## src/logic/sat_defines.svh

```systemverilog
`ifndef SAT_DEFINES_SVH
`define SAT_DEFINES_SVH

// Number of solver engines on the broadcast
`define NUM_ENGINE 4

// Number of variables, a literal carries log2 of this plus a sign bit
`define LIT_IDX_MAX 16

// Queue depths
`define UCQ_DEPTH 8
`define IMPQ_DEPTH 4

`endif

```

## src/logic/sat_pkg.sv

```systemverilog
`include "sat_defines.svh"

package sat_pkg;

    // Top bit is the polarity (1 = negative)
    // Negative literals carry the two's complement of the index in the low bits
    typedef logic [$clog2(`LIT_IDX_MAX):0] lit_t;

    // Arbiter FSM states
    typedef enum logic [1:0] {
        IDLE  = 2'd0,
        READY = 2'd1,
        PROC  = 2'd2,
        DONE  = 2'd3
    } uc_arb_t;

endpackage

```

## src/logic/uc_queue.sv

```systemverilog
`timescale 1ns/10ps

module uc_queue #(
    parameter int DEPTH = 8
) (
    input  logic          clk,
    input  logic          rst,
    input  logic          push,
    input  logic          pop,
    input  sat_pkg::lit_t wdata,
    output sat_pkg::lit_t rdata,
    output logic          empty,
    output logic          full
);

    localparam int PTR_W = (DEPTH > 1) ? $clog2(DEPTH) : 1;
    localparam int CNT_W = $clog2(DEPTH + 1);

    sat_pkg::lit_t    mem [DEPTH];
    logic [PTR_W-1:0] wr_ptr;
    logic [PTR_W-1:0] rd_ptr;
    logic [CNT_W-1:0] count;
    logic             do_push;
    logic             do_pop;

    // Push on full and pop on empty are dropped
    assign do_push = push && !full;
    assign do_pop  = pop && !empty;

    assign empty = (count == '0);
    assign full  = (count == CNT_W'(DEPTH));

    // Head is visible without read latency
    assign rdata = mem[rd_ptr];

    always_ff @(posedge clk) begin
        if (do_push) begin
            mem[wr_ptr] <= wdata;
        end
    end

    always_ff @(posedge clk) begin
        if (rst) begin
            wr_ptr <= '0;
            rd_ptr <= '0;
            count  <= '0;
        end else begin
            if (do_push) begin
                wr_ptr <= (wr_ptr == PTR_W'(DEPTH - 1)) ? '0 : wr_ptr + 1'b1;
            end
            if (do_pop) begin
                rd_ptr <= (rd_ptr == PTR_W'(DEPTH - 1)) ? '0 : rd_ptr + 1'b1;
            end
            if (do_push && !do_pop) begin
                count <= count + 1'b1;
            end else if (do_pop && !do_push) begin
                count <= count - 1'b1;
            end
        end
    end

endmodule

```

## src/logic/implied_queue_bank.sv

```systemverilog
`timescale 1ns/10ps
`include "sat_defines.svh"

module implied_queue_bank (
    input  logic                               clk,
    input  logic                               rst,
    input  logic          [`NUM_ENGINE-1:0]    imp_push,
    input  sat_pkg::lit_t [`NUM_ENGINE-1:0]    imp_lit,
    input  logic          [`NUM_ENGINE-1:0]    q_pop,
    output logic          [`NUM_ENGINE-1:0]    q_empty,
    output logic          [`NUM_ENGINE-1:0]    q_full,
    output sat_pkg::lit_t [`NUM_ENGINE-1:0]    q_lit
);

    // One implied queue per engine, so a busy engine never blocks the others
    for (genvar i = 0; i < `NUM_ENGINE; i++) begin : g_impq
        sat_pkg::lit_t head;

        uc_queue #(
            .DEPTH (`IMPQ_DEPTH)
        ) u_impq (
            .clk   (clk),
            .rst   (rst),
            .push  (imp_push[i]),
            .pop   (q_pop[i]),
            .wdata (imp_lit[i]),
            .rdata (head),
            .empty (q_empty[i]),
            .full  (q_full[i])
        );

        assign q_lit[i] = head;
    end

endmodule

```

## src/logic/engine_select.sv

```systemverilog
`timescale 1ns/10ps
`include "sat_defines.svh"

module engine_select (
    input  logic                               input_mode,
    input  logic          [`NUM_ENGINE-1:0]    engmask,
    input  logic          [`NUM_ENGINE-1:0]    q_empty,
    input  sat_pkg::lit_t [`NUM_ENGINE-1:0]    q_lit,
    input  logic                               sel_take,
    output logic                               sel_valid,
    output logic                               sel_empty,
    output sat_pkg::lit_t                      sel_lit,
    output logic          [`NUM_ENGINE-1:0]    q_pop
);

    logic [`NUM_ENGINE-1:0] pq_pick;
    logic [`NUM_ENGINE-1:0] pick;

    // Priority encoder, lowest non-empty queue wins
    always_comb begin
        pq_pick = '0;
        for (int i = 0; i < `NUM_ENGINE; i++) begin
            if (!q_empty[i] && pq_pick == '0) begin
                pq_pick[i] = 1'b1;
            end
        end
    end

    // Mode 1 is PQ mode, mode 0 follows the one-hot mask
    assign pick = input_mode ? pq_pick : engmask;

    always_comb begin
        sel_lit = '0;
        for (int i = 0; i < `NUM_ENGINE; i++) begin
            if (pick[i]) begin
                sel_lit = q_lit[i];
            end
        end
    end

    assign sel_empty = ~|(pick & ~q_empty);
    assign sel_valid = ~sel_empty;

    // Take pops the chosen queue in the same cycle
    assign q_pop = pick & ~q_empty & {`NUM_ENGINE{sel_take}};

endmodule

```

## src/logic/uc_arbiter.sv

```systemverilog
`timescale 1ns/10ps
`include "sat_defines.svh"

module uc_arbiter (
    input  logic                        clk,
    input  logic                        rst,
    input  logic                        input_mode,
    input  logic                        mem_valid,
    input  logic                        mem_done,
    input  sat_pkg::lit_t               mem_lit,
    input  logic                        sel_valid,
    input  logic                        sel_empty,
    input  sat_pkg::lit_t               sel_lit,
    input  logic [`NUM_ENGINE-1:0]      eng_stall,
    input  logic                        eng_processed,
    input  logic [`NUM_ENGINE:0]        eng_full,
    output logic                        sel_take,
    output logic [`NUM_ENGINE-1:0]      engmask,
    output sat_pkg::lit_t               out_lit,
    output logic                        out_push,
    output logic                        conflict
);

    localparam int IDX_W = $clog2(`LIT_IDX_MAX);

    sat_pkg::uc_arb_t state;
    sat_pkg::uc_arb_t next_state;

    logic [`NUM_ENGINE-1:0] engmask_r;
    logic [`NUM_ENGINE-1:0] engmask_w;

    logic          push;
    sat_pkg::lit_t push_lit;
    logic          ucq_empty;
    logic          ucq_full;

    // Per variable: bit 0 seen positive, bit 1 seen negative
    logic [`LIT_IDX_MAX-1:0][1:0] table_r;
    logic [`LIT_IDX_MAX-1:0][1:0] table_w;
    logic [`LIT_IDX_MAX-1:0]      detect;

    logic             lit_neg;
    logic [IDX_W-1:0] lit_idx;

    assign engmask  = engmask_r;
    assign conflict = (state == sat_pkg::DONE);

    // Decode the literal that enters the output queue
    assign lit_neg = push_lit[IDX_W];
    assign lit_idx = lit_neg ? IDX_W'(~push_lit[IDX_W-1:0] + 1'b1) : push_lit[IDX_W-1:0];

    uc_queue #(
        .DEPTH (`UCQ_DEPTH)
    ) u_ucq (
        .clk   (clk),
        .rst   (rst),
        .push  (push),
        .pop   (out_push),
        .wdata (push_lit),
        .rdata (out_lit),
        .empty (ucq_empty),
        .full  (ucq_full)
    );

    // Broadcast while at least one engine has room
    assign out_push = !ucq_empty && !(&eng_full);

    always_comb begin
        next_state = state;
        engmask_w  = engmask_r;
        sel_take   = 1'b0;
        push       = 1'b0;
        push_lit   = sel_lit;

        case (state)
            sat_pkg::IDLE: begin
                engmask_w = '0;
                push      = mem_valid && !ucq_full;
                push_lit  = mem_lit;
                if (mem_done) begin
                    next_state = sat_pkg::READY;
                end
            end
            sat_pkg::READY: begin
                if (|detect) begin
                    next_state = sat_pkg::DONE;
                end else if (input_mode) begin
                    sel_take = sel_valid && !ucq_full;
                    push     = sel_take;
                    // All engines idle and nothing pending, back to loading
                    if (!sel_take && &eng_stall && !eng_processed) begin
                        next_state = sat_pkg::IDLE;
                    end
                end else begin
                    engmask_w  = (engmask_r == '0) ? `NUM_ENGINE'(1)
                               : {engmask_r[`NUM_ENGINE-2:0], engmask_r[`NUM_ENGINE-1]};
                    next_state = sat_pkg::PROC;
                end
            end
            sat_pkg::PROC: begin
                sel_take   = !sel_empty && (engmask_r != '0) && !ucq_full;
                push       = sel_take;
                next_state = sat_pkg::READY;
            end
            sat_pkg::DONE: begin
                // Sticky until reset
                next_state = sat_pkg::DONE;
            end
            default: begin
                next_state = sat_pkg::IDLE;
            end
        endcase
    end

    always_comb begin
        table_w = table_r;
        if (push) begin
            table_w[lit_idx][lit_neg] = 1'b1;
        end
    end

    always_ff @(posedge clk) begin
        if (rst) begin
            state     <= sat_pkg::IDLE;
            engmask_r <= '0;
            table_r   <= '0;
            detect    <= '0;
        end else begin
            state     <= next_state;
            engmask_r <= engmask_w;
            table_r   <= table_w;
            for (int i = 0; i < `LIT_IDX_MAX; i++) begin
                detect[i] <= &table_w[i];
            end
        end
    end

endmodule

```

## src/logic/uc_subsystem.sv

```systemverilog
`timescale 1ns/10ps
`include "sat_defines.svh"

module uc_subsystem (
    input  logic                               clk,
    input  logic                               rst,
    input  logic                               input_mode,
    input  logic                               mem_valid,
    input  logic                               mem_done,
    input  sat_pkg::lit_t                      mem_lit,
    input  logic          [`NUM_ENGINE-1:0]    imp_push,
    input  sat_pkg::lit_t [`NUM_ENGINE-1:0]    imp_lit,
    input  logic          [`NUM_ENGINE-1:0]    eng_stall,
    input  logic                               eng_processed,
    input  logic          [`NUM_ENGINE:0]      eng_full,
    output logic                               out_push,
    output sat_pkg::lit_t                      out_lit,
    output logic          [`NUM_ENGINE-1:0]    imp_full,
    output logic                               conflict
);

    logic          [`NUM_ENGINE-1:0] q_empty;
    logic          [`NUM_ENGINE-1:0] q_pop;
    sat_pkg::lit_t [`NUM_ENGINE-1:0] q_lit;
    logic          [`NUM_ENGINE-1:0] engmask;
    logic                            sel_valid;
    logic                            sel_empty;
    logic                            sel_take;
    sat_pkg::lit_t                   sel_lit;

    implied_queue_bank u_bank (
        .clk      (clk),
        .rst      (rst),
        .imp_push (imp_push),
        .imp_lit  (imp_lit),
        .q_pop    (q_pop),
        .q_empty  (q_empty),
        .q_full   (imp_full),
        .q_lit    (q_lit)
    );

    engine_select u_sel (
        .input_mode (input_mode),
        .engmask    (engmask),
        .q_empty    (q_empty),
        .q_lit      (q_lit),
        .sel_take   (sel_take),
        .sel_valid  (sel_valid),
        .sel_empty  (sel_empty),
        .sel_lit    (sel_lit),
        .q_pop      (q_pop)
    );

    uc_arbiter u_arb (
        .clk           (clk),
        .rst           (rst),
        .input_mode    (input_mode),
        .mem_valid     (mem_valid),
        .mem_done      (mem_done),
        .mem_lit       (mem_lit),
        .sel_valid     (sel_valid),
        .sel_empty     (sel_empty),
        .sel_lit       (sel_lit),
        .eng_stall     (eng_stall),
        .eng_processed (eng_processed),
        .eng_full      (eng_full),
        .sel_take      (sel_take),
        .engmask       (engmask),
        .out_lit       (out_lit),
        .out_push      (out_push),
        .conflict      (conflict)
    );

endmodule

```

## config.mk

```make
export PLATFORM = sky130hd
export DESIGN_NAME = uc_subsystem
export DESIGN_NICKNAME = d
export VERILOG_FILES = /design/src/logic/sat_pkg.sv /design/src/logic/uc_queue.sv /design/src/logic/implied_queue_bank.sv /design/src/logic/engine_select.sv /design/src/logic/uc_arbiter.sv /design/src/logic/uc_subsystem.sv
export VERILOG_INCLUDE_DIRS = /design/src /design/src/logic
export SDC_FILE = /design/constraint.sdc
export NUM_CORES = 1
export LEC_CHECK = 0
export ABC_CLOCK_PERIOD_IN_PS = 5020
export BUFFER_PORTS_ARGS = -buffer_cell sky130_fd_sc_hd__buf_2
export CORE_MARGIN = 2
export CORE_UTILIZATION = 55
export CTS_CLUSTER_SIZE = 30
export DETAILED_ROUTE_END_ITERATION = 8
export PLACE_DENSITY = 0.81
export SYNTH_ARGS = -nofsm -noshare
export SYNTH_HDL_FRONTEND = slang
export SYNTH_HIERARCHICAL = 1
export SYNTH_SLANG_ARGS = --single-unit
```

## constraint.sdc

```tcl
create_clock -name clk -period 5.02 [get_ports clk]
set_input_delay 1.506 -clock clk [delete_from_list [all_inputs] [get_ports clk]]
set_output_delay 1.506 -clock clk [all_outputs]
set_load 0.005 [all_outputs]
```

==> results of run 1 <==
-- power by group --
part / internal, W / leakage (nW) / total [W] / switching [W]
Sequential: 0.00212 / 1.93 / 0.00226 / 0.000140
Clock: 0.000883 / 0.341 / 0.00153 / 0.000646
Combinational: 0.000560 / 1.87 / 0.00134 / 0.000784
-- through the flow --
stage	power [W]	setup WS [ns]	hold WS (ns)	util
floorplan	0.00330	0.278	0.410	-
global placement	0.00358	0.172	0.422	0.581
detailed placement	0.00363	0.0564	0.427	0.581
CTS	0.00517	0.572	0.443	0.619
global route	0.00542	0.153	0.471	0.619
finish	0.00513	0.509	0.446	0.619
-- cells in the final DEF, fill, tap and decap left out, types with 6 or more instances in the layout --
| cell type | n |
|---|---|
| nand2_1 | 49 |
| o211ai_1 | 7 |
| a21oi_1 | 47 |
| nor2_1 | 64 |
| buf_4 | 12 |
| a211oi_1 | 6 |
| nand2b_1 | 9 |
| o21ai_0 | 7 |
| inv_1 | 35 |
| clkbuf_16 | 23 |
| nor4_1 | 9 |
| nor3_1 | 26 |
| or3_1 | 10 |
| buf_2 | 54 |
| edfxtp_1 | 120 |
| o31ai_2 | 8 |
| dfxtp_1 | 103 |
| xor2_1 | 9 |
| nor2b_1 | 8 |
| mux2i_1 | 14 |
| ha_1 | 36 |
| and3_1 | 17 |
| mux4_2 | 30 |
| mux2_2 | 7 |
| nand3_1 | 16 |
| a31oi_1 | 9 |
| a21oi_2 | 6 |
-- critical path, cell delays in order --
cell	delay (ns)
buf_2	0.25
inv_1	0.21
a21boi_4	0.27
o221a_1	0.20
nand2b_1	0.11
o21ai_0	0.09
a22oi_1	0.26
inv_1	0.06
a21bo_1	0.31
inv_1	0.13
ha_1	0.23
inv_1	0.13
ha_1	0.29
a21oi_1	0.22
a211oi_1	0.10
a31oi_1	0.17
mux2_2	0.35
-- registers in the layout, summed over array words and instances, names as in the netlist, named ones only --
signal,flops
u_arb/u_ucq/count,4
u_bank/g_impq.u_impq/wr_ptr,8
u_arb/detect,16
u_arb/u_ucq/rd_ptr,3
u_arb/engmask,4
u_arb/u_ucq/wr_ptr,3
u_arb/state,2
u_arb/table_r,32
u_arb/u_ucq/mem,40
u_bank/g_impq.u_impq/mem,80
u_bank/g_impq.u_impq/rd_ptr,8
u_bank/g_impq.u_impq/count,12
-- cell families after synthesis --
family | Yosys count
compound gates | 131
flops | 223
buf+inv | 75
simple gates | 238
xor+xnor | 11
mux | 52
fa+ha+maj | 41
-- worst max-delay path by stage --
stage	to	start	depth (start not counted)
after floorplan	u_arb/u_ucq/count[3]$_SDFFE_PP0P_	input_mode	19
after global placement	u_arb/u_ucq/count[3]$_SDFFE_PP0P_	input_mode	17
after detailed placement	u_arb/u_ucq/count[3]$_SDFFE_PP0P_	input_mode	17
after CTS	u_arb/u_ucq/count[3]$_SDFFE_PP0P_	input_mode	17
after global routing	u_arb/u_ucq/count[3]$_SDFFE_PP0P_	input_mode	17
final	u_arb/u_ucq/count[3]$_SDFFE_PP0P_	input_mode	17
-- cell type report --
cell class / instances / share of cell area
clock inverter: 10 / 0.00419
tap: 229 / 0.0259
inverter: 44 / 0.0249
clock buffer: 31 / 0.0575
antenna: 2 / 0.000453
sequential: 223 / 0.513
multi-input combinational: 473 / 0.342
timing repair buffer: 66 / 0.0326
-- metal layers --
metal	part of all wire	GRT usage	vias to the layer above
li1	-	-	2985
met1	0.42	0.256	2978
met5	0	0	-
met3	0.040	0.0329	28
met4	0.023	0.0532	0
met2	0.51	0.361	127
==> metrics.md, run 1 <==
| Metric | Value |
|---|---|
| Synthesized flop and latch total | `223` |
| Synth Area in XOR/XNOR | `0.00972` |
| Vias per inst | `5.68` |
| Total core area | `17800 um^2` |
| Synth Net Count | `856` |
| Most frequent cells after synthesis | `edfxtp_1, dfxtp_1, nor2_1, nand2_1, a21oi_1` |
| Critical path class | `in -> reg` |
| Netlist Area Pre-Place | `9910 um^2` |
| Clk sink count | `223` |
| Fillers | `1326` |
| Yosys warnings | `6` |
| CTS-repair resized insts | `0` |
| Ys async rst share | `0` |
| H-tree levels | `1` |
| RSZ-0062 raised after global routing | `false` |
| R2r worst-path depth | `17` |
| Row count | `49` |
| Max_cap viols | `0` |
| Num ports | `55` |
| Hold_sp | `u_arb/table_r[8]$_SDFF_PP0_` |
| Starting DRT DRC Count | `483` |
| Reg2reg start | `u_bank/g_impq[2].u_impq/count[1]$_SDFFE_PP0P_` |
| R2r setup slk | `0.83 ns` |
| VDD IR-drop max | `0.000343 V` |
| Max clock buf depth | `3` |
| Area growth syn-to-layout | `11.4%` |
| Layout cell share with drive strength beyond 1 | `0.216` |
| Post-Place Cells | `1035` |
| Final HPWL DP | `13500 um` |
| CP Max Fanout | `13` |
| Fin crit period | `4.51 ns` |
| Rel. slew slack | `0.465` |
| Most frequent cell after synthesis | `edfxtp_1` |
| HP Class | `reg -> reg` |
| Fin. Hold Viols | `0` |
| Hold path depth | `2` |
| Synth top area cells | `edfxtp_1, dfxtp_1, mux4_2` |
| Synth Area in Simple Gates | `0.124` |
| Number of synthesized flops with an enable pin | `120` |
| CTS clock-pin slew for the worst setup and hold paths | `0.06 ns` |
| Mapped Avg Cell Area | `12.9 um^2` |
| Layout Skew | `0.0156 ns` |
| Setup TNS | `0 ns` |
| Max frequency | `0.222 GHz` |
| Die height | `138 um` |
| Largest net degree at the start of global routing | `51` |
| Full die area | `19100 um^2` |
| Status | `completed` |
| CTS tree | `built` |
| Compound-Gate Fraction of Synth Area | `0.0986` |
| Main combinational cell family by area after synthesis | `simple AND/OR/NAND/NOR gates` |
| Synth Flop Type | `edfxtp_1` |
| CP endpoint kind | `flip-flop` |
| First-pass GRT wire length | `31600 um` |
| Pwr per Cell Area | `465 nW/um^2` |
| Crit path DAT | `4.90 ns` |
| Worst path required time | `5.41 ns` |
| Clock network latency to the later pin of the worst-skew pair | `0.50 ns` |
| Post-CTS Setup Bufs | `0` |
| Placed cell areas | `10400 um^2` |
| TritonRoute pass-1 iters | `4` |
| Grt total ovfl | `0` |
| Root Driver | `clkbuf_16` |
| Hold buffers post-CTS | `0` |
| IO Port Bufs | `54` |
| Yosys top cell by area | `edfxtp_1` |
| Count of final setup violators | `0` |
| Final instance area | `11000 um^2` |
| Crit Reg-Reg Endpoint | `u_arb/u_ucq/count[3]$_SDFFE_PP0P_` |
| Seq/Total Area, Yosys | `0.571` |
| Post-synth top area share | `0.363` |
| Non-Filler Instances | `1078` |
| Tot GR Track Use | `0.202` |
| Synth unique cells | `71` |
| Synthesized instance count | `771` |
| Max-slew violation count | `0` |
| Gpl congestion | `0.853` |
| Final period util | `0.899` |
| Final ANT Viol Nets | `0` |
| DRC Markers | `0` |
| Initial antenna violation count | `1` |
| Worst Hold End | `u_arb/table_r[8]$_SDFF_PP0_` |
| Num CTS Buffers | `23` |
| Startpoint types | `input port` |
| Fin nets | `916` |
| Vias in the first global route | `6310` |
| FF+latch area | `5670 um^2` |
| Lkg Pwr | `4.15 nW` |
| Synth Area in Adders | `0.0555` |
| Tightest Pin Transition | `0.795 ns` |
| Initial Util | `0.556` |
| DR vias | `6118` |
| Die width | `138 um` |
| Wire length per cell | `17.4 um` |
| Multi-input gate area | `3770 um^2` |
| Multiplexer share of the synthesized area | `0.0925` |
| Final WL | `18800 um` |
Power figures use the tool's default switching activity.
==> run 2, diff against run 1 <==
--- a/config.mk
+++ b/config.mk
@@ -6,6 +6,7 @@
 export SDC_FILE = /design/constraint.sdc
 export NUM_CORES = 1
 export LEC_CHECK = 0
+export ABC_AREA = 1
 export ABC_CLOCK_PERIOD_IN_PS = 5020
 export BUFFER_PORTS_ARGS = -buffer_cell sky130_fd_sc_hd__buf_2
 export CORE_MARGIN = 2
@@ -13,6 +14,7 @@
 export CTS_CLUSTER_SIZE = 30
 export DETAILED_ROUTE_END_ITERATION = 8
 export PLACE_DENSITY = 0.81
+export REMOVE_ABC_BUFFERS = 1
 export SYNTH_ARGS = -nofsm -noshare
 export SYNTH_HDL_FRONTEND = slang
 export SYNTH_HIERARCHICAL = 1
==> run 2 against run 1 <==
Against the previous run: combinational power increased by 14%; power up 5.3%; maximum frequency grew 7.5%; highest routed layer unchanged; design area up 3.7%; first-iteration DRC count increased by 9.7%; wire length rose by 7.1%; register-to-register slack gained 0.43 ns; sequential share of layout area fell by 1.8 points; synthesized cell count increased by 47%; worst hold slack improved by 0.011 ns; clock power is 6% higher.
==> metrics.md, run 2 <==
| Metric | Value |
|---|---|
| Pre-CTS setup slack | `0.374 ns (was 0.0564 ns)` |
| Most frequent cells after synthesis | `nor2_1, nand2_1, inv_1, edfxtp_1, dfxtp_1 (was edfxtp_1, dfxtp_1, nor2_1, nand2_1, a21oi_1)` |
| Gpl congestion | `0.884 (was 0.853)` |
| Post-route setup slack | `0.822 ns (was 0.509 ns)` |
| Yosys top cell by area | `edfxtp_1 (unchanged)` |
| CP endpoint kind | `flip-flop (unchanged)` |
| Layout cell share with drive strength beyond 1 | `0.133 (was 0.216)` |
| Die width | `141 um (was 138 um)` |
| Full die area | `19800 um^2 (was 19100 um^2)` |
| CTS-repair resized insts | `0 (unchanged)` |
| Critical path class | `in -> reg (unchanged)` |
| Fillers | `1425 (was 1326)` |
| Hold_sp | `u_arb/table_r[30]$_SDFF_PP0_ (was u_arb/table_r[8]$_SDFF_PP0_)` |
| Fin crit period | `4.20 ns (was 4.51 ns)` |
| Vias in the first global route | `7149 (was 6310)` |
| Seq/Total Area, Yosys | `0.552 (was 0.571)` |
| Pwr per Cell Area | `472 nW/um^2 (was 465 nW/um^2)` |
| CP Max Fanout | `12 (was 13)` |
| Wire length per cell | `14.0 um (was 17.4 um)` |
| Synth Flop Type | `edfxtp_1 (unchanged)` |
| DR vias | `7511 (was 6118)` |
| Ys async rst share | `0 (unchanged)` |
| Num ports | `55 (unchanged)` |
| Row count | `49 (unchanged)` |
| Die height | `141 um (was 138 um)` |
| Rel. slew slack | `0.477 (was 0.465)` |
| Final period util | `0.836 (was 0.899)` |
| Mapped Avg Cell Area | `9.07 um^2 (was 12.9 um^2)` |
| HP Class | `reg -> reg (unchanged)` |
| Final WL | `20100 um (was 18800 um)` |
| Total core area | `18100 um^2 (was 17800 um^2)` |
| CTS tree | `built (unchanged)` |
| Num CTS Buffers | `23 (unchanged)` |
| Area growth syn-to-layout | `11.6% (was 11.4%)` |
| Vias per inst | `5.21 (was 5.68)` |
| Max-slew violation count | `0 (unchanged)` |
| Post-synth top area share | `0.351 (was 0.363)` |
| H-tree levels | `1 (unchanged)` |
| Fin nets | `1280 (was 916)` |
| Synthesized instance count | `1132 (was 771)` |
| Worst path required time | `5.43 ns (was 5.41 ns)` |
| Tot GR Track Use | `0.205 (was 0.202)` |
| Non-Filler Instances | `1442 (was 1078)` |
| Synthesized flop and latch total | `223 (unchanged)` |
| Largest net degree at the start of global routing | `27 (was 51)` |
| Count of final setup violators | `0 (unchanged)` |
| Most common cell after layout, fill and taps aside | `nor2_1 (was edfxtp_1)` |
| Status | `completed (unchanged)` |
| Most frequent cell after synthesis | `nor2_1 (was edfxtp_1)` |
| Max reg flops | `80 (unchanged)` |
| Clock network latency to the later pin of the worst-skew pair | `0.51 ns (was 0.50 ns)` |
| Initial antenna violation count | `1 (unchanged)` |
| Clk sink count | `223 (unchanged)` |
| Crit path DAT | `4.61 ns (was 4.90 ns)` |
| RSZ-0062 raised after global routing | `false (unchanged)` |
| TritonRoute pass-1 iters | `6 (was 4)` |
| DRC Markers | `0 (unchanged)` |
| Commonest non-fill, non-tap cells in the layout | `nor2_1, nand2_1, inv_1 (was edfxtp_1, dfxtp_1, nor2_1)` |
| Final HPWL DP | `13900 um (was 13500 um)` |
| Fin. Hold Viols | `0 (unchanged)` |
| CP max stage delay | `0.33 ns (was 0.35 ns)` |
| Post-Place Cells | `1399 (was 1035)` |
| Setup TNS | `0 ns (unchanged)` |
| Grt total ovfl | `0 (unchanged)` |
| Top reg by flops | `u_bank/g_impq.u_impq/mem (unchanged)` |
| Max clock buf depth | `3 (unchanged)` |
| Startpoint types | `input port (unchanged)` |
| Synth unique cells | `39 (was 71)` |
| Slowest CP cell | `nand2_1 (was mux2_2)` |
| Reg2reg start | `u_bank/g_impq[0].u_impq/count[1]$_SDFFE_PP0P_ (was u_bank/g_impq[2].u_impq/count[1]$_SDFFE_PP0P_)` |
| Max frequency | `0.238 GHz (was 0.222 GHz)` |
| Hold_ws | `0.457 ns (was 0.446 ns)` |
| Final ANT Viol Nets | `0 (unchanged)` |
| Tightest Pin Transition | `0.783 ns (was 0.795 ns)` |
| IO Port Bufs | `54 (unchanged)` |
| Initial Util | `0.566 (was 0.556)` |
| Max_cap viols | `0 (unchanged)` |
| Root Driver | `clkbuf_16 (unchanged)` |
| Critical Path, Cell by Cell | `buf_2, nand2_2, inv_1, nand2_4, nand2_4, nand2_1, nand4_2, nand2_1, nor2_1, nand4_1, nand3_1, nand2_1, inv_1, nand2_4, inv_2, ha_1, inv_1, ha_1, or2_2, nand3_1, nand3_1, nand2_1, inv_1 (was buf_2, inv_1, a21boi_4, o221a_1, nand2b_1, o21ai_0, a22oi_1, inv_1, a21bo_1, inv_1, ha_1, inv_1, ha_1, a21oi_1, a211oi_1, a31oi_1, mux2_2)` |
| Netlist Area Pre-Place | `10300 um^2 (was 9910 um^2)` |
| Post-CTS Setup Bufs | `0 (unchanged)` |
| Lkg Pwr | `4.98 nW (was 4.15 nW)` |
| Number of synthesized flops with an enable pin | `120 (unchanged)` |
| Top Registers | `u_bank/g_impq.u_impq/mem (80), u_arb/u_ucq/mem (40), u_arb/table_r (32) (unchanged)` |
| First-pass GRT wire length | `33300 um (was 31600 um)` |
| Power Total | `0.00541 W (was 0.00513 W)` |
| Layout Skew | `0.00788 ns (was 0.0156 ns)` |
| Yosys warnings | `6 (unchanged)` |
| Hold buffers post-CTS | `0 (unchanged)` |
| Starting DRT DRC Count | `530 (was 483)` |
| Synth top area cells | `edfxtp_1, dfxtp_1, nor2_1 (was edfxtp_1, dfxtp_1, mux4_2)` |
| VDD IR-drop max | `0.000312 V (was 0.000343 V)` |
| CP startpoint | `input_mode (unchanged)` |
| CTS clock-pin slew for the worst setup and hold paths | `0.06 ns (about the same)` |
==> run 2: changes by cell type in the layout (fill, tap and decap cells not counted), moves of 15 or more <==
cell	previous run	this run
nor2_1	64	240
inv_1	35	152
nand2_1	49	158
o21ai_1	5	40
o21ai_0	7	39
mux4_2	30	0
nor3_1	26	0
nand2_2	1	21
nand3_1	16	35
nand4_1	3	21
and3_1	17	0
o22ai_1	3	20
o21bai_1	2	17
==> run 2: stage by stage <==
step,instance area [um^2],util
3_3_place_gp,10700,0.591
4_1_cts,11500,0.631
3_5_place_dp,10700,0.591
6_report,11500,0.632
2_1_floorplan,10200,-
5_1_grt,11500,0.631
==> run 2: critical path, delay by kind of cell <==
| family | cells | cell delay (ns) |
|---|---|---|
| AND/OR/NAND/NOR | 15 | 1.97 |
| buffers and inverters | 6 | 0.65 |
| adder cells (fa/ha/maj) | 2 | 0.49 |
==> run 2: cell families after synthesis <==
logic type | count (synthesis) | share of synthesized area
compound gates | 162 | 0.0885
xor+xnor | 8 | 0.00938
fa+ha+maj | 41 | 0.0536
buf+inv | 182 | 0.0719
flops | 223 | 0.552
simple gates | 516 | 0.225
==> run 2: worst paths after layout <==
| check | to | slack (ns) | cells after the start |
|---|---|---|---|
| max | u_arb/u_ucq/count[3]$_SDFFE_PP0P_ | 0.82 | 23 |
| min | u_arb/table_r[30]$_SDFF_PP0_ | 0.46 | 2 |
| max reg2reg | u_arb/u_ucq/count[3]$_SDFFE_PP0P_ | 1.26 | 25 |
| min reg2reg | u_arb/table_r[30]$_SDFF_PP0_ | 0.46 | 2 |
==> run 2: per-layer routing <==
metal	vias up	global-route usage	routed length, um
li1	3799	-	-
met1	3458	0.275	9120
met2	219	0.347	9430
met3	35	0.0353	1170
met4	0	0.0574	419
met5	-	0	0
==> run 2: final cells by class <==
class	instances	area, um^2	share of cell area
Inverter	164	622	0.0543
Sequential cell	223	5670	0.494
Multi-Input combinational cell	727	3860	0.337
Clock buffer	33	676	0.0590
Clock inverter	9	58.8	0.00513
Antenna cell	1	2.50	0.000218
Tap cell	229	287	0.0250
Timing Repair Buffer	56	285	0.0249
==> run 2: where the power goes <==
part	total (W)	switching [W]	internal [W]
clock network	0.00162	0.000676	0.000941
registers	0.00226	0.000129	0.00214
logic	0.00153	0.00104	0.000487
total	0.00541	0.00185	0.00356
==> run 3, diff against run 2 <==
--- a/config.mk
+++ b/config.mk
@@ -6,8 +6,8 @@
 export SDC_FILE = /design/constraint.sdc
 export NUM_CORES = 1
 export LEC_CHECK = 0
-export ABC_AREA = 1
-export ABC_CLOCK_PERIOD_IN_PS = 5020
+export ABC_AREA = 0
+export ABC_CLOCK_PERIOD_IN_PS = 3900
 export BUFFER_PORTS_ARGS = -buffer_cell sky130_fd_sc_hd__buf_2
 export CORE_MARGIN = 2
 export CORE_UTILIZATION = 55
==> constraint.sdc (replaced) <==
create_clock -name clk -period 3.9 [get_ports clk]
set_input_delay 1.17 -clock clk [delete_from_list [all_inputs] [get_ports clk]]
set_output_delay 1.17 -clock clk [all_outputs]
set_load 0.005 [all_outputs]
==> run 3 against run 2 <==
Against the previous run: cell count decreased by 22%; flip-flop and latch count unchanged; wire length decreased by 1.7%; first-iteration DRC count decreased by 1.9%; non-clock buffer count increased by 55.
==> metrics.md, run 3 (synthesis results as in run 1) <==
| Metric | Value |
|---|---|
| Status | `completed (unchanged)` |
| Max clock buf depth | `3 (unchanged)` |
| HP Class | `reg -> reg (unchanged)` |
| CP max stage delay | `0.38 ns (was 0.33 ns)` |
| Hold_ws | `0.443 ns (was 0.457 ns)` |
| Final HPWL DP | `13800 um (was 13900 um)` |
| Max reg flops | `80 (unchanged)` |
| Fin. Hold Viols | `0 (unchanged)` |
| Multi-input gate area | `3770 um^2 (was 3860 um^2)` |
| Fillers | `1272 (was 1425)` |
| Tot GR Track Use | `0.205 (about the same)` |
| Reg2reg start | `u_bank/g_impq[0].u_impq/count[1]$_SDFFE_PP0P_ (unchanged)` |
| Vias in the first global route | `6466 (was 7149)` |
| Pwr per Cell Area | `619 nW/um^2 (was 472 nW/um^2)` |
| Gpl congestion | `0.839 (was 0.884)` |
| Vias per inst | `5.74 (was 5.21)` |
| Die height | `138 um (was 141 um)` |
| Starting DRT DRC Count | `520 (was 530)` |
| Hold buffers post-CTS | `0 (unchanged)` |
| FF+latch area | `5670 um^2 (unchanged)` |
| Final WL | `19800 um (was 20100 um)` |
| CTS clock-pin slew for the worst setup and hold paths | `0.06 ns (about the same)` |
| CP Max Fanout | `16 (was 12)` |
| Critical path class | `reg -> reg (was in -> reg)` |
| Grt total ovfl | `0 (unchanged)` |
| Row count | `49 (unchanged)` |
| TritonRoute pass-1 iters | `5 (was 6)` |
| H-tree levels | `1 (unchanged)` |
| Count of final setup violators | `0 (unchanged)` |
| VDD IR-drop max | `0.000419 V (was 0.000312 V)` |
| Top reg by flops | `u_bank/g_impq.u_impq/mem (unchanged)` |
| Power Total | `0.00713 W (was 0.00541 W)` |
| Post-CTS Setup Bufs | `0 (unchanged)` |
| Critical Path, Cell by Cell | `nor3_2, buf_6, nand4_1, a2bb2oi_2, o221ai_1, nand3b_1, nor3b_1, a22oi_1, inv_1, a21bo_1, inv_1, ha_1, inv_1, ha_1, a21oi_1, a211oi_1, a31oi_1, mux2_2 (was buf_2, nand2_2, inv_1, nand2_4, nand2_4, nand2_1, nand4_2, nand2_1, nor2_1, nand4_1, nand3_1, nand2_1, inv_1, nand2_4, inv_2, ha_1, inv_1, ha_1, or2_2, nand3_1, nand3_1, nand2_1, inv_1)` |
| CTS-repair resized insts | `0 (unchanged)` |
| Full die area | `19100 um^2 (was 19800 um^2)` |
| DR vias | `6438 (was 7511)` |
| Startpoint types | `flip-flop (was input port)` |
| Critical Path Most Common Cell | `inv_1` |
| Fin nets | `961 (was 1280)` |
| Root Driver | `clkbuf_16 (unchanged)` |
| Tightest Pin Transition | `0.722 ns (was 0.783 ns)` |
| R2r worst-path depth | `18 (was 25)` |
| Worst path required time | `4.29 ns (was 5.43 ns)` |
| Layout Skew | `0.00930 ns (was 0.00788 ns)` |
| First-pass GRT wire length | `32000 um (was 33300 um)` |
| Total core area | `17800 um^2 (was 18100 um^2)` |
| Num CTS Buffers | `23 (unchanged)` |
| Clock network latency to the later pin of the worst-skew pair | `0.50 ns (was 0.51 ns)` |
| Commonest non-fill, non-tap cells in the layout | `edfxtp_1, dfxtp_1, nor2_1 (was nor2_1, nand2_1, inv_1)` |
| Top Registers | `u_bank/g_impq.u_impq/mem (80), u_arb/u_ucq/mem (40), u_arb/table_r (32) (unchanged)` |
| Max_cap viols | `0 (unchanged)` |
| Crit path DAT | `4.05 ns (was 4.61 ns)` |
| Fin crit period | `3.66 ns` |
| DRC Markers | `0 (unchanged)` |
| Initial antenna violation count | `1 (unchanged)` |
| Num ports | `55 (unchanged)` |
| IO Port Bufs | `54 (unchanged)` |
| Die width | `138 um (was 141 um)` |
| Clk sink count | `223 (unchanged)` |
| Slowest CP cell | `dfxtp_1 (was nand2_1)` |
| Initial Util | `0.556 (was 0.566)` |
| Max-slew violation count | `0 (unchanged)` |
| CP endpoint kind | `flip-flop (unchanged)` |
| Wire length per cell | `17.6 um (was 14.0 um)` |
| Hold_sp | `u_arb/table_r[10]$_SDFF_PP0_ (was u_arb/table_r[30]$_SDFF_PP0_)` |
| Lkg Pwr | `4.42 nW (was 4.98 nW)` |
| RSZ-0062 raised after global routing | `false (unchanged)` |
| Area growth syn-to-layout | `16.2% (was 11.6%)` |
| Layout cell share with drive strength beyond 1 | `0.260 (was 0.133)` |
| Hold path depth | `2 (unchanged)` |
| Most common cell after layout, fill and taps aside | `edfxtp_1 (was nor2_1)` |
| Rel. slew slack | `0.518 (was 0.477)` |
| Max frequency | `0.273 GHz` |
| Largest net degree at the start of global routing | `59 (was 27)` |
| CP startpoint | `u_bank/g_impq[0].u_impq/count[1]$_SDFFE_PP0P_ (was input_mode)` |
| Final ANT Viol Nets | `0 (unchanged)` |
| CTS tree | `built (unchanged)` |
| Final period util | `0.938` |
run 3: changes by cell type in the layout (fill, tap and decap cells not counted), sizes merged, moves of 12 or more:
| cell | before | now |
|---|---|---|
| a21oi | 41 | 53 |
| and3 | 0 | 17 |
| buf | 56 | 111 |
| inv | 163 | 36 |
| mux2i | 0 | 15 |
| mux4 | 0 | 30 |
| nand2 | 188 | 50 |
| nand3 | 41 | 16 |
| nand4 | 22 | 3 |
| nor2 | 254 | 68 |
| nor3 | 0 | 31 |
| o21ai | 82 | 12 |
| o21bai | 17 | 2 |
| o22ai | 20 | 3 |
run 3: worst paths after layout:
check / endpoint / slack [ns]
setup / recovery: u_arb/u_ucq/count[3]$_SDFFE_PP0P_ / 0.24
hold reg to reg: u_arb/table_r[10]$_SDFF_PP0_ / 0.44
hold / removal: u_arb/table_r[10]$_SDFF_PP0_ / 0.44
setup reg to reg: u_arb/u_ucq/count[3]$_SDFFE_PP0P_ / 0.24
run 3: final cells by class:
class	count	share of cell area
multi-input cells	473	0.328
well taps	229	0.0249
clock inverters	15	0.0177
diodes	1	0.000217
inverters	44	0.0239
flip-flops and latches	223	0.492
clock buffers	26	0.0518
repair buffers	111	0.0620
run 3: critical path: cells and delay by family (launching register included):
family                   cells  cell delay (ns)
multiplexers                 1             0.34
AO/OA/AOI/OAI                7             1.23
AND/OR/NAND/NOR              4             0.69
flip-flops                   1             0.38
adder cells (fa/ha/maj)      2             0.49
buffers and inverters        4             0.41
run 3: power breakdown:
group | leakage, nW | internal (W) | switching [W]
sequential | 1.93 | 0.00273 | 0.000187
clock | 0.384 | 0.00143 | 0.000867
combinational | 2.10 | 0.000857 | 0.00106
total | 4.42 | 0.00501 | 0.00211
run 3: layer usage:
metal | vias to the layer above | global-route usage | share of wire
li1 | 3077 | - | -
met1 | 3163 | 0.262 | 0.41
met2 | 157 | 0.361 | 0.51
met3 | 39 | 0.0360 | 0.049
met4 | 2 | 0.0564 | 0.024
met5 | - | 0 | 0.00066
run 3: per-stage QoR:
step,utilization,instances,area (um^2),TNS (ns),worst slack (ns)
2_1_floorplan,-,740,9710,-1.94,-0.712
3_3_place_gp,0.600,1080,10700,-0.0890,-0.0890
3_5_place_dp,0.600,1080,10700,-0.349,-0.215
4_1_cts,0.645,1121,11500,0,0.249
5_1_grt,0.646,1121,11500,0,0.0239
6_report,0.646,1122,11500,0,0.243
